==> config.mk <==
export PLATFORM = sky130hd
export DESIGN_NAME = int_exec_top
export DESIGN_NICKNAME = d
export VERILOG_FILES = /design/src/rv_isa_pkg.sv /design/src/rv_uop_pkg.sv /design/src/instr_decoder.sv /design/src/register_file.sv /design/src/exec_stage.sv /design/src/writeback_stage.sv /design/src/int_exec_top.sv
export VERILOG_INCLUDE_DIRS = /design/src
export SDC_FILE = /design/constraint.sdc
export NUM_CORES = 2
export LEC_CHECK = 0
export BUFFER_PORTS_ARGS = -buffer_cell sky130_fd_sc_hd__buf_4
export CAP_MARGIN = 40
export CORE_ASPECT_RATIO = 0.5
export CORE_MARGIN = 3
export CORE_UTILIZATION = 40
export CTS_CLUSTER_DIAMETER = 50
export DETAILED_ROUTE_END_ITERATION = 8
export SLEW_MARGIN = 20
export SYNTH_ARGS = -nofsm -noshare
export SYNTH_HDL_FRONTEND = slang
export SYNTH_SLANG_ARGS = --single-unit
==> constraint.sdc <==
create_clock -name clk -period 8.5 [get_ports clk]
set_clock_uncertainty 0.05 [all_clocks]
set_input_delay 0.425 -clock clk [delete_from_list [all_inputs] [get_ports clk]]
set_output_delay 0.425 -clock clk [all_outputs]
set_load 0.005 [all_outputs]
==> src/rv_defs.svh <==
`ifndef RV_DEFS_SVH
`define RV_DEFS_SVH

`default_nettype none

// Data path width of the integer slice.
`define XLEN 32

`define REG_ADDR_W 5

// Architectural registers, x0 included.
`define NUM_REGS 32

`default_nettype wire

`endif

==> src/rv_isa_pkg.sv <==
`default_nettype none

package rv_isa_pkg;

    // Major opcodes handled by this slice, instr[6:0].
    typedef enum logic [6:0] {
        OPC_OP_IMM = 7'b0010011,
        OPC_LUI    = 7'b0110111,
        OPC_OP     = 7'b0110011
    } opcode_e;

    typedef enum logic [2:0] {
        F3_ADD_SUB = 3'b000, // OP-IMM has only the ADDI form.
        F3_SLL     = 3'b001,
        F3_SLT     = 3'b010,
        F3_SLTU    = 3'b011,
        F3_XOR     = 3'b100,
        F3_SRL_SRA = 3'b101,
        F3_OR      = 3'b110,
        F3_AND     = 3'b111
    } funct3_e;

    localparam logic [6:0] FUNCT7_BASE = 7'b0000000;
    localparam logic [6:0] FUNCT7_ALT  = 7'b0100000; // Selects SUB and SRA.

endpackage

`default_nettype wire

==> src/rv_uop_pkg.sv <==
`default_nettype none

package rv_uop_pkg;

    typedef enum logic [3:0] {
        ALU_ADD,
        ALU_SUB,
        ALU_SLL,
        ALU_SLT,
        ALU_SLTU,
        ALU_XOR,
        ALU_SRL,
        ALU_SRA,
        ALU_OR,
        ALU_AND,
        ALU_PASS_B // Operand B goes straight to the result, used by LUI.
    } alu_op_e;

    typedef enum logic {
        OP_B_REG,
        OP_B_IMM
    } op_b_sel_e;

endpackage

`default_nettype wire

==> src/instr_decoder.sv <==
`timescale 1ns/100ps
`include "rv_defs.svh"
`default_nettype none

module instr_decoder (
    input  wire [`XLEN-1:0]       instr,
    output logic [`REG_ADDR_W-1:0] rs1,
    output logic [`REG_ADDR_W-1:0] rs2,
    output logic [`REG_ADDR_W-1:0] rd,
    output logic                  rs1_used,
    output logic                  rs2_used,
    output logic                  illegal,
    output logic [`XLEN-1:0]       imm,
    output rv_uop_pkg::alu_op_e   alu_op,
    output rv_uop_pkg::op_b_sel_e op_b_sel
);

    import rv_isa_pkg::*;
    import rv_uop_pkg::*;

    opcode_e          opcode;
    funct3_e          funct3;
    logic [6:0]       funct7;
    logic             funct7_alt;
    logic [`XLEN-1:0] imm_i;
    logic [`XLEN-1:0] imm_u;

    function automatic alu_op_e map_op(input funct3_e f3, input logic alt);
        alu_op_e op;
        case (f3)
            F3_ADD_SUB: op = alt ? ALU_SUB : ALU_ADD;
            F3_SLL:     op = ALU_SLL;
            F3_SLT:     op = ALU_SLT;
            F3_SLTU:    op = ALU_SLTU;
            F3_XOR:     op = ALU_XOR;
            F3_SRL_SRA: op = alt ? ALU_SRA : ALU_SRL;
            F3_OR:      op = ALU_OR;
            default:    op = ALU_AND;
        endcase
        return op;
    endfunction

    assign opcode     = opcode_e'(instr[6:0]);
    assign funct3     = funct3_e'(instr[14:12]);
    assign funct7     = instr[31:25];
    assign funct7_alt = (funct7 == FUNCT7_ALT);
    assign rd         = instr[11:7];
    assign rs1        = instr[19:15];
    assign rs2        = instr[24:20];
    assign imm_i      = {{(`XLEN-12){instr[31]}}, instr[31:20]};
    assign imm_u      = {instr[31:12], 12'b0};

    always_comb begin
        alu_op   = ALU_ADD;
        op_b_sel = OP_B_REG;
        imm      = imm_i;
        rs1_used = 1'b0;
        rs2_used = 1'b0;
        illegal  = 1'b0;
        case (opcode)
            OPC_OP: begin
                rs1_used = 1'b1;
                rs2_used = 1'b1;
                alu_op   = map_op(funct3, funct7_alt);
                // Only ADD and SRL have an alternate encoding.
                if (funct7_alt) begin
                    illegal = (funct3 != F3_ADD_SUB) && (funct3 != F3_SRL_SRA);
                end else begin
                    illegal = (funct7 != FUNCT7_BASE);
                end
            end
            OPC_OP_IMM: begin
                rs1_used = 1'b1;
                op_b_sel = OP_B_IMM;
                alu_op   = map_op(funct3, funct7_alt && (funct3 == F3_SRL_SRA));
                if (funct3 == F3_SLL) begin
                    illegal = (funct7 != FUNCT7_BASE); // Upper bits hold funct7 for shifts.
                end else if (funct3 == F3_SRL_SRA) begin
                    illegal = (funct7 != FUNCT7_BASE) && !funct7_alt;
                end
            end
            OPC_LUI: begin
                op_b_sel = OP_B_IMM;
                imm      = imm_u;
                alu_op   = ALU_PASS_B;
            end
            default: illegal = 1'b1;
        endcase
    end

endmodule

`default_nettype wire

==> src/register_file.sv <==
`timescale 1ns/100ps
`include "rv_defs.svh"
`default_nettype none

module register_file (
    input  wire                   clk,
    input  wire                   rst_n,
    input  wire [`REG_ADDR_W-1:0] rs1,
    input  wire [`REG_ADDR_W-1:0] rs2,
    input  wire                   rs1_used,
    input  wire                   rs2_used,
    input  wire                   wr_en,
    input  wire [`REG_ADDR_W-1:0] wr_addr,
    input  wire [`XLEN-1:0]       wr_data,
    output logic [`XLEN-1:0]      rs1_value,
    output logic [`XLEN-1:0]      rs2_value
);

    logic [`XLEN-1:0] regs [`NUM_REGS];
    logic             wr_live;

    // Reads one port, taking the write data when it targets the same register.
    function automatic logic [`XLEN-1:0] read_port(
        input logic [`REG_ADDR_W-1:0] addr,
        input logic                   used
    );
        logic [`XLEN-1:0] value;
        if (!used) begin
            value = '0;
        end else if (wr_live && (addr == wr_addr)) begin
            value = wr_data;
        end else begin
            value = regs[addr];
        end
        return value;
    endfunction

    assign wr_live = wr_en && (wr_addr != '0); // x0 never forwards.

    always_comb begin
        rs1_value = read_port(rs1, rs1_used);
        rs2_value = read_port(rs2, rs2_used);
    end

    always_ff @(posedge clk or negedge rst_n) begin
        if (!rst_n) begin
            for (int i = 0; i < `NUM_REGS; i++) begin
                regs[i] <= '0;
            end
        end else if (wr_live) begin
            regs[wr_addr] <= wr_data;
        end
    end

endmodule

`default_nettype wire

==> src/exec_stage.sv <==
`timescale 1ns/100ps
`include "rv_defs.svh"
`default_nettype none

module exec_stage (
    input  wire                       clk,
    input  wire                       rst_n,
    input  wire                       in_valid,
    input  wire                       in_illegal,
    input  wire [`REG_ADDR_W-1:0]     in_rs1,
    input  wire [`REG_ADDR_W-1:0]     in_rs2,
    input  wire [`REG_ADDR_W-1:0]     in_rd,
    input  wire [`XLEN-1:0]           in_rs1_value,
    input  wire [`XLEN-1:0]           in_rs2_value,
    input  wire [`XLEN-1:0]           in_imm,
    input  wire rv_uop_pkg::alu_op_e  in_alu_op,
    input  wire rv_uop_pkg::op_b_sel_e in_op_b_sel,
    input  wire                       wb_valid,
    input  wire [`REG_ADDR_W-1:0]     wb_rd,
    input  wire [`XLEN-1:0]           wb_value,
    output logic                      out_valid,
    output logic                      out_illegal,
    output logic [`REG_ADDR_W-1:0]    out_rd,
    output logic [`XLEN-1:0]          out_value
);

    import rv_uop_pkg::*;

    logic [`REG_ADDR_W-1:0] ex_rs1;
    logic [`REG_ADDR_W-1:0] ex_rs2;
    logic [`XLEN-1:0]       ex_rs1_value;
    logic [`XLEN-1:0]       ex_rs2_value;
    logic [`XLEN-1:0]       ex_imm;
    alu_op_e                ex_alu_op;
    op_b_sel_e              ex_op_b_sel;
    logic [`XLEN-1:0]       op_a;
    logic [`XLEN-1:0]       op_b;
    logic [4:0]             shamt;

    always_ff @(posedge clk or negedge rst_n) begin
        if (!rst_n) begin
            out_valid   <= 1'b0;
            out_illegal <= 1'b0;
        end else begin
            out_valid   <= in_valid;
            out_illegal <= in_valid && in_illegal;
        end
    end

    always_ff @(posedge clk) begin
        ex_rs1       <= in_rs1;
        ex_rs2       <= in_rs2;
        out_rd       <= in_rd;
        ex_rs1_value <= in_rs1_value;
        ex_rs2_value <= in_rs2_value;
        ex_imm       <= in_imm;
        ex_alu_op    <= in_alu_op;
        ex_op_b_sel  <= in_op_b_sel;
    end

    // The previous instruction is still in writeback and not yet in the file.
    assign op_a  = (wb_valid && (wb_rd == ex_rs1)) ? wb_value : ex_rs1_value;
    assign op_b  = (ex_op_b_sel == OP_B_IMM) ? ex_imm :
                   (wb_valid && (wb_rd == ex_rs2)) ? wb_value : ex_rs2_value;
    assign shamt = op_b[4:0];

    always_comb begin
        case (ex_alu_op)
            ALU_ADD:    out_value = op_a + op_b;
            ALU_SUB:    out_value = op_a - op_b;
            ALU_SLL:    out_value = op_a << shamt;
            ALU_SLT:    out_value = {{(`XLEN-1){1'b0}}, $signed(op_a) < $signed(op_b)};
            ALU_SLTU:   out_value = {{(`XLEN-1){1'b0}}, op_a < op_b};
            ALU_XOR:    out_value = op_a ^ op_b;
            ALU_SRL:    out_value = op_a >> shamt;
            ALU_SRA:    out_value = $unsigned($signed(op_a) >>> shamt);
            ALU_OR:     out_value = op_a | op_b;
            ALU_AND:    out_value = op_a & op_b;
            ALU_PASS_B: out_value = op_b;
            default:    out_value = '0;
        endcase
    end

endmodule

`default_nettype wire

==> src/writeback_stage.sv <==
`timescale 1ns/100ps
`include "rv_defs.svh"
`default_nettype none

module writeback_stage (
    input  wire                    clk,
    input  wire                    rst_n,
    input  wire                    in_valid,
    input  wire                    in_illegal,
    input  wire [`REG_ADDR_W-1:0]  in_rd,
    input  wire [`XLEN-1:0]        in_value,
    output logic                   wr_en,
    output logic [`REG_ADDR_W-1:0] wr_addr,
    output logic [`XLEN-1:0]       wr_data,
    output logic                   result_valid,
    output logic [`REG_ADDR_W-1:0] result_rd,
    output logic [`XLEN-1:0]       result_value,
    output logic                   result_illegal
);

    always_ff @(posedge clk or negedge rst_n) begin
        if (!rst_n) begin
            result_valid   <= 1'b0;
            result_illegal <= 1'b0;
        end else begin
            result_valid   <= in_valid;
            result_illegal <= in_valid && in_illegal;
        end
    end

    always_ff @(posedge clk) begin
        result_rd    <= in_rd;
        result_value <= in_illegal ? '0 : in_value; // Illegal results carry no value.
    end

    // Also the bypass valid for the exec stage.
    assign wr_en   = result_valid && !result_illegal && (result_rd != '0);
    assign wr_addr = result_rd;
    assign wr_data = result_value;

endmodule

`default_nettype wire

==> src/int_exec_top.sv <==
`timescale 1ns/100ps
`include "rv_defs.svh"
`default_nettype none

module int_exec_top (
    input  wire                    clk,
    input  wire                    rst_n,
    input  wire                    instr_valid,
    input  wire [`XLEN-1:0]        instr,
    output logic                   result_valid,
    output logic [`REG_ADDR_W-1:0] result_rd,
    output logic [`XLEN-1:0]       result_value,
    output logic                   result_illegal
);

    import rv_uop_pkg::*;

    logic [`REG_ADDR_W-1:0] dec_rs1;
    logic [`REG_ADDR_W-1:0] dec_rs2;
    logic [`REG_ADDR_W-1:0] dec_rd;
    logic                   dec_rs1_used;
    logic                   dec_rs2_used;
    logic                   dec_illegal;
    logic [`XLEN-1:0]       dec_imm;
    alu_op_e                dec_alu_op;
    op_b_sel_e              dec_op_b_sel;
    logic [`XLEN-1:0]       rs1_value;
    logic [`XLEN-1:0]       rs2_value;
    logic                   ex_valid;
    logic                   ex_illegal;
    logic [`REG_ADDR_W-1:0] ex_rd;
    logic [`XLEN-1:0]       ex_value;
    logic                   wr_en;
    logic [`REG_ADDR_W-1:0] wr_addr;
    logic [`XLEN-1:0]       wr_data;

    instr_decoder u_decoder (
        .instr    (instr),
        .rs1      (dec_rs1),
        .rs2      (dec_rs2),
        .rd       (dec_rd),
        .rs1_used (dec_rs1_used),
        .rs2_used (dec_rs2_used),
        .illegal  (dec_illegal),
        .imm      (dec_imm),
        .alu_op   (dec_alu_op),
        .op_b_sel (dec_op_b_sel)
    );

    register_file u_regfile (
        .clk       (clk),
        .rst_n     (rst_n),
        .rs1       (dec_rs1),
        .rs2       (dec_rs2),
        .rs1_used  (dec_rs1_used),
        .rs2_used  (dec_rs2_used),
        .wr_en     (wr_en),
        .wr_addr   (wr_addr),
        .wr_data   (wr_data),
        .rs1_value (rs1_value),
        .rs2_value (rs2_value)
    );

    exec_stage u_exec (
        .clk          (clk),
        .rst_n        (rst_n),
        .in_valid     (instr_valid),
        .in_illegal   (dec_illegal),
        .in_rs1       (dec_rs1),
        .in_rs2       (dec_rs2),
        .in_rd        (dec_rd),
        .in_rs1_value (rs1_value),
        .in_rs2_value (rs2_value),
        .in_imm       (dec_imm),
        .in_alu_op    (dec_alu_op),
        .in_op_b_sel  (dec_op_b_sel),
        .wb_valid     (wr_en),
        .wb_rd        (wr_addr),
        .wb_value     (wr_data),
        .out_valid    (ex_valid),
        .out_illegal  (ex_illegal),
        .out_rd       (ex_rd),
        .out_value    (ex_value)
    );

    writeback_stage u_writeback (
        .clk            (clk),
        .rst_n          (rst_n),
        .in_valid       (ex_valid),
        .in_illegal     (ex_illegal),
        .in_rd          (ex_rd),
        .in_value       (ex_value),
        .wr_en          (wr_en),
        .wr_addr        (wr_addr),
        .wr_data        (wr_data),
        .result_valid   (result_valid),
        .result_rd      (result_rd),
        .result_value   (result_value),
        .result_illegal (result_illegal)
    );

endmodule

`default_nettype wire

==> results summary <==
The run finished with clean final reports. The insertion delay of the later-clocked pin in the worst-skew pair came out at 780 ps. The proportion of synthesized flip-flops having asynchronous set or reset is 87.0%.

The multiplexer share of the synthesized area is 41.0%. The distinct cell type count after synthesis is 88. The clock tree from TritonCTS is built. The cell depth of the worst flop-to-flop path came out at 17. The critical path goes through nor3_1 -> a21oi_1 -> nand4_2 -> mux2i_1 -> ha_1 -> inv_1 -> fa_1 -> a21o_1 -> a311oi_1 -> nor4_1 -> nor3_1 -> a21oi_1 -> a211o_1 -> a21oi_1 -> nor4b_1 -> or4_1 -> a31oi_1.

The number of sinks driven by the clock tree is 1181. The start point of the critical path is u_writeback.result_rd[3]. At the end of routability-driven placement, the weighted congestion stood at 0.978. The count of endpoints failing setup in the final report came out at 0. The worst path meets setup with 2050 ps of slack. The critical path buffer and inverter count came out at 1. The post-layout net count came out at 5074. The static leakage power is 33.7 nW.

Prior to clock tree synthesis, the placed netlist has a worst setup slack of 2230 ps. The part of the Yosys area used for sequential elements came out at 42.3%. The power density over the cells came out at 159 nW/µm². In this design, the critical path's most frequently occurring cell is sky130_fd_sc_hd__a21oi_1. In this run the mean area of a mapped cell was 13.5 µm². The number of global-route vias before repair is 47700. The count of yosys warnings during synthesis came out at 0. Setup repair after global routing left no endpoint under its margin. The starting density of the core is 40.5%. The final HPWL from detailed placement is 153000 µm.

The clock period minus worst slack came out at 6450 ps. The first-pass GRT wire length came out at 347000 µm. The adder-cell share of the synthesized area came out at 1.84%. In the synthesized netlist, the cells that appear most often are sky130_fd_sc_hd__dfrtp_1, sky130_fd_sc_hd__mux2_2, sky130_fd_sc_hd__mux4_2, sky130_fd_sc_hd__clkbuf_1, sky130_fd_sc_hd__nor2_1.

The most common cell in the synthesized netlist is sky130_fd_sc_hd__dfrtp_1. The post-cts sizing count is 0. After synthesis, the largest family of logic cells by area is multiplexers. The final clock period utilization by the worst path is 75.8%. The die extent in y is 298 µm. Clock tree synthesis inserted a total of 119 buffers.

The capture instance of the worst register-to-register path is u_writeback.result_value[0]. The floorplan step set the die width to 589 µm. The xor/xnor cell area share of the yosys netlist is 0.476%. The die covers 175000 µm². In this run the most critical hold path is launched from instr[17].

The total routing resource utilization after global routing came out at 26.8%. The largest total area in the synthesized netlist belongs to sky130_fd_sc_hd__dfrtp_1. The cell with the largest stage delay on the worst path is sky130_fd_sc_hd__dfxtp_1.

The family with the most delay on the worst path is compound AO/OA/AOI/OAI gates. The post-synthesis cell area came out at 68000 µm². The count of nets left with antenna violations after detail routing is 0. The portion of synthesized cell area occupied by the leading cell type is 37.8%. The average vias per placed instance came out at 6.43.

The number of antenna violations at the first check in global routing came out at 11. The path length in cells of the critical path came out at 17. The sort of element at the end of the critical path is a flip-flop. The core box area came out at 168000 µm². The floorplan has 106 rows. The H-tree was split into 3 levels. The total of flip-flops plus latches after synthesis is 1181. The hold violation total from the final report came out at 0. The number of pins with negative max-slew slack in the final report is 0. The normalized max-slew margin is 25.7%.

The number of remaining DRC errors is 0. The post-synth net total came out at 5181. Buffers added to address setup during post-CTS repair amount to 0. Counting along the longest clock path gives a buffer depth of 3.

The first detailed-routing pass ran for 6 iterations. The sum of routed wire length over all layers is 239000 µm. In this design, the stage delay of the slowest critical-path cell is 700 ps. The count of input and output buffers is 73. The type of the most critical hold path is input port to flip-flop. In the synthesized netlist the dominant register cell turns out to be sky130_fd_sc_hd__dfrtp_1. Clock tree synthesis selected as its root buffer the cell sky130_fd_sc_hd__clkbuf_16. The number of enable-type register cells in the synthesized netlist came out at 0. The launch point of the worst reg-to-reg path is u_writeback.result_rd[3].

The endpoint of the worst hold-timing path is u_exec.ex_rs1[2]. The gate count of the mapped netlist is 5047. The routed via count is 47000. The startpoint type of the worst setup path is a flip-flop. The fraction of layout cells with a size suffix above 1 is 43.9%.

The clock transition at the registers of the reported paths is 70 ps. The actual slew at the worst max-slew pin came out at 1110 ps. The compound-gate portion of the synthesized area is 6.74%. The required time at the endpoint of the critical path came out at 9080 ps. The maximum number of pins on one net before global-route repair came out at 184. The minimum setup slack among reg-to-reg paths is 2050 ps. The aggregate global routing overflow is 0. The simple-gate share of the synthesized area is 4.17%.

The area growth from synthesis to final layout is 11.6%. In this run the worst path has a maximum fanout of 13. IR analysis of the VDD net gives a maximum drop of 206 µV. The wire length per cell after detailed routing is 32.7 µm. 74 I/O pins were placed. The data arrival at the endpoint of the critical path came out at 7030 ps. The number of design-rule violations left by the first detailed-router iteration is 5111. The instance count along the most critical hold path is 1. The type of the setup path with the least slack is flip-flop to flip-flop. By area the synthesized netlist is led by sky130_fd_sc_hd__dfrtp_1, sky130_fd_sc_hd__mux4_2, sky130_fd_sc_hd__mux2_2. The max-cap violation count is 0. The maximum clock frequency came out at 0.155 GHz. For the final routed database, the setup TNS stands at 0 ps.
[layer usage]
metal	up-vias	track usage [%]	wire length, µm
met5	-	0	19
met4	2	8.09	8010
met3	407	6.11	20000
met2	2012	40.6	106000
met1	25400	38.5	105000
li1	19200	-	-
[what timing repair did]
action / 4_1_cts / 5_1_grt
hold buffers: 20 / 0
endpoints found under the setup margin: 0 / 0
hold endpoints to repair: 124 / 0
[cell families (layout without fill, tap and decap cells)]
logic type               count (synthesis)  after routing
XOR/XNOR                                37             37
multiplexers                          1848           1848
AO/OA/AOI/OAI                          669            669
adder cells (fa/ha/maj)                 99             99
AND/OR/NAND/NOR                        611            611
buffers and inverters                  602            600
flip-flops                            1181           1181
other                                    0              5
[worst max-delay path by stage]
stage,slack [ps],end
after floorplan,3580,u_writeback.result_value[0]
after global placement,1940,u_writeback.result_value[0]
after detailed placement,2230,u_writeback.result_value[0]
after CTS,2110,u_writeback.result_value[0]
after global routing,1740,u_writeback.result_value[0]
final,2050,u_writeback.result_value[0]
[area by class of cell]
class | instances | area, µm²
fillers | 14900 | 92100
clock buffers | 171 | 3450
multi-input cells | 3264 | 37100
well taps | 2268 | 2840
flip-flops and latches | 1181 | 28800
inverters | 85 | 320
clock inverters | 55 | 736
repair buffers | 289 | 2660
diodes | 5 | 12.5
[stage by stage]
stage	hold slack (ps)	util, %	power, W	cell area [µm²]	cells
after detailed placement	275	42.4	0.00654	71200	7046
final	127	45.2	0.0121	75900	7318
after floorplan	79.4	-	0.00620	68000	5047
after global placement	266	42.1	0.00652	70800	7013
after CTS	71.6	45.0	0.0122	75600	7292
after global routing	98.7	45.2	0.0124	75900	7313
[worst register-to-register path, stage by stage (launching register included)]
cell and delay, ps:
sky130_fd_sc_hd__dfxtp_1 700, sky130_fd_sc_hd__nor3_1 200, sky130_fd_sc_hd__a21oi_1 350, sky130_fd_sc_hd__nand4_2 530, sky130_fd_sc_hd__mux2i_1 620, sky130_fd_sc_hd__ha_1 240, sky130_fd_sc_hd__inv_1 70, sky130_fd_sc_hd__fa_1 460
sky130_fd_sc_hd__a21o_1 230, sky130_fd_sc_hd__a311oi_1 630, sky130_fd_sc_hd__nor4_1 150, sky130_fd_sc_hd__nor3_1 420, sky130_fd_sc_hd__a21oi_1 290, sky130_fd_sc_hd__a211o_1 330, sky130_fd_sc_hd__a21oi_1 280, sky130_fd_sc_hd__nor4b_1 90
sky130_fd_sc_hd__or4_1 540, sky130_fd_sc_hd__a31oi_1 160
[state kept, by name, summed over array words and instances, names as in the netlist]
signal	cells
u_exec.ex_op_b_sel	1
u_exec.out_illegal	1
u_writeback.result_illegal	1
u_exec.ex_rs2	5
u_exec.out_valid	1
u_exec.ex_rs1_value	32
u_exec.ex_rs1	5
u_writeback.result_rd	5
u_exec.ex_imm	32
u_writeback.result_valid	1
u_exec.ex_alu_op	4
u_regfile.regs	1024
u_exec.ex_rs2_value	32
u_exec.out_rd	5
u_writeback.result_value	32
[cells in the final DEF (no fill, tap or decap), drive strengths merged, types with 31 or more instances in the layout]
cell | synthesis | routed
dfrtp | 1028 | 1028
mux2 | 1027 | 1027
mux4 | 640 | 640
buf | 139 | 262
nor2 | 224 | 224
mux2i | 181 | 181
clkbuf | 378 | 177
nand2 | 163 | 163
dfxtp | 153 | 153
a21oi | 131 | 131
o21ai | 115 | 115
ha | 97 | 97
inv | 80 | 93
a211oi | 87 | 87
nor3 | 56 | 56
a221oi | 43 | 43
a21o | 36 | 36
o22ai | 35 | 35
a22oi | 35 | 35
clkinv | 5 | 34
nor2b | 32 | 32
nand3 | 31 | 31
[report_power, final]
part           switching, W  internal, W  leakage [nW]
clock network       0.00243      0.00319          2.06
registers         0.0000257      0.00565          15.6
logic              0.000498     0.000273          16.0
total               0.00296      0.00911          33.7
Note: power is estimated with default switching activity, not from simulation.
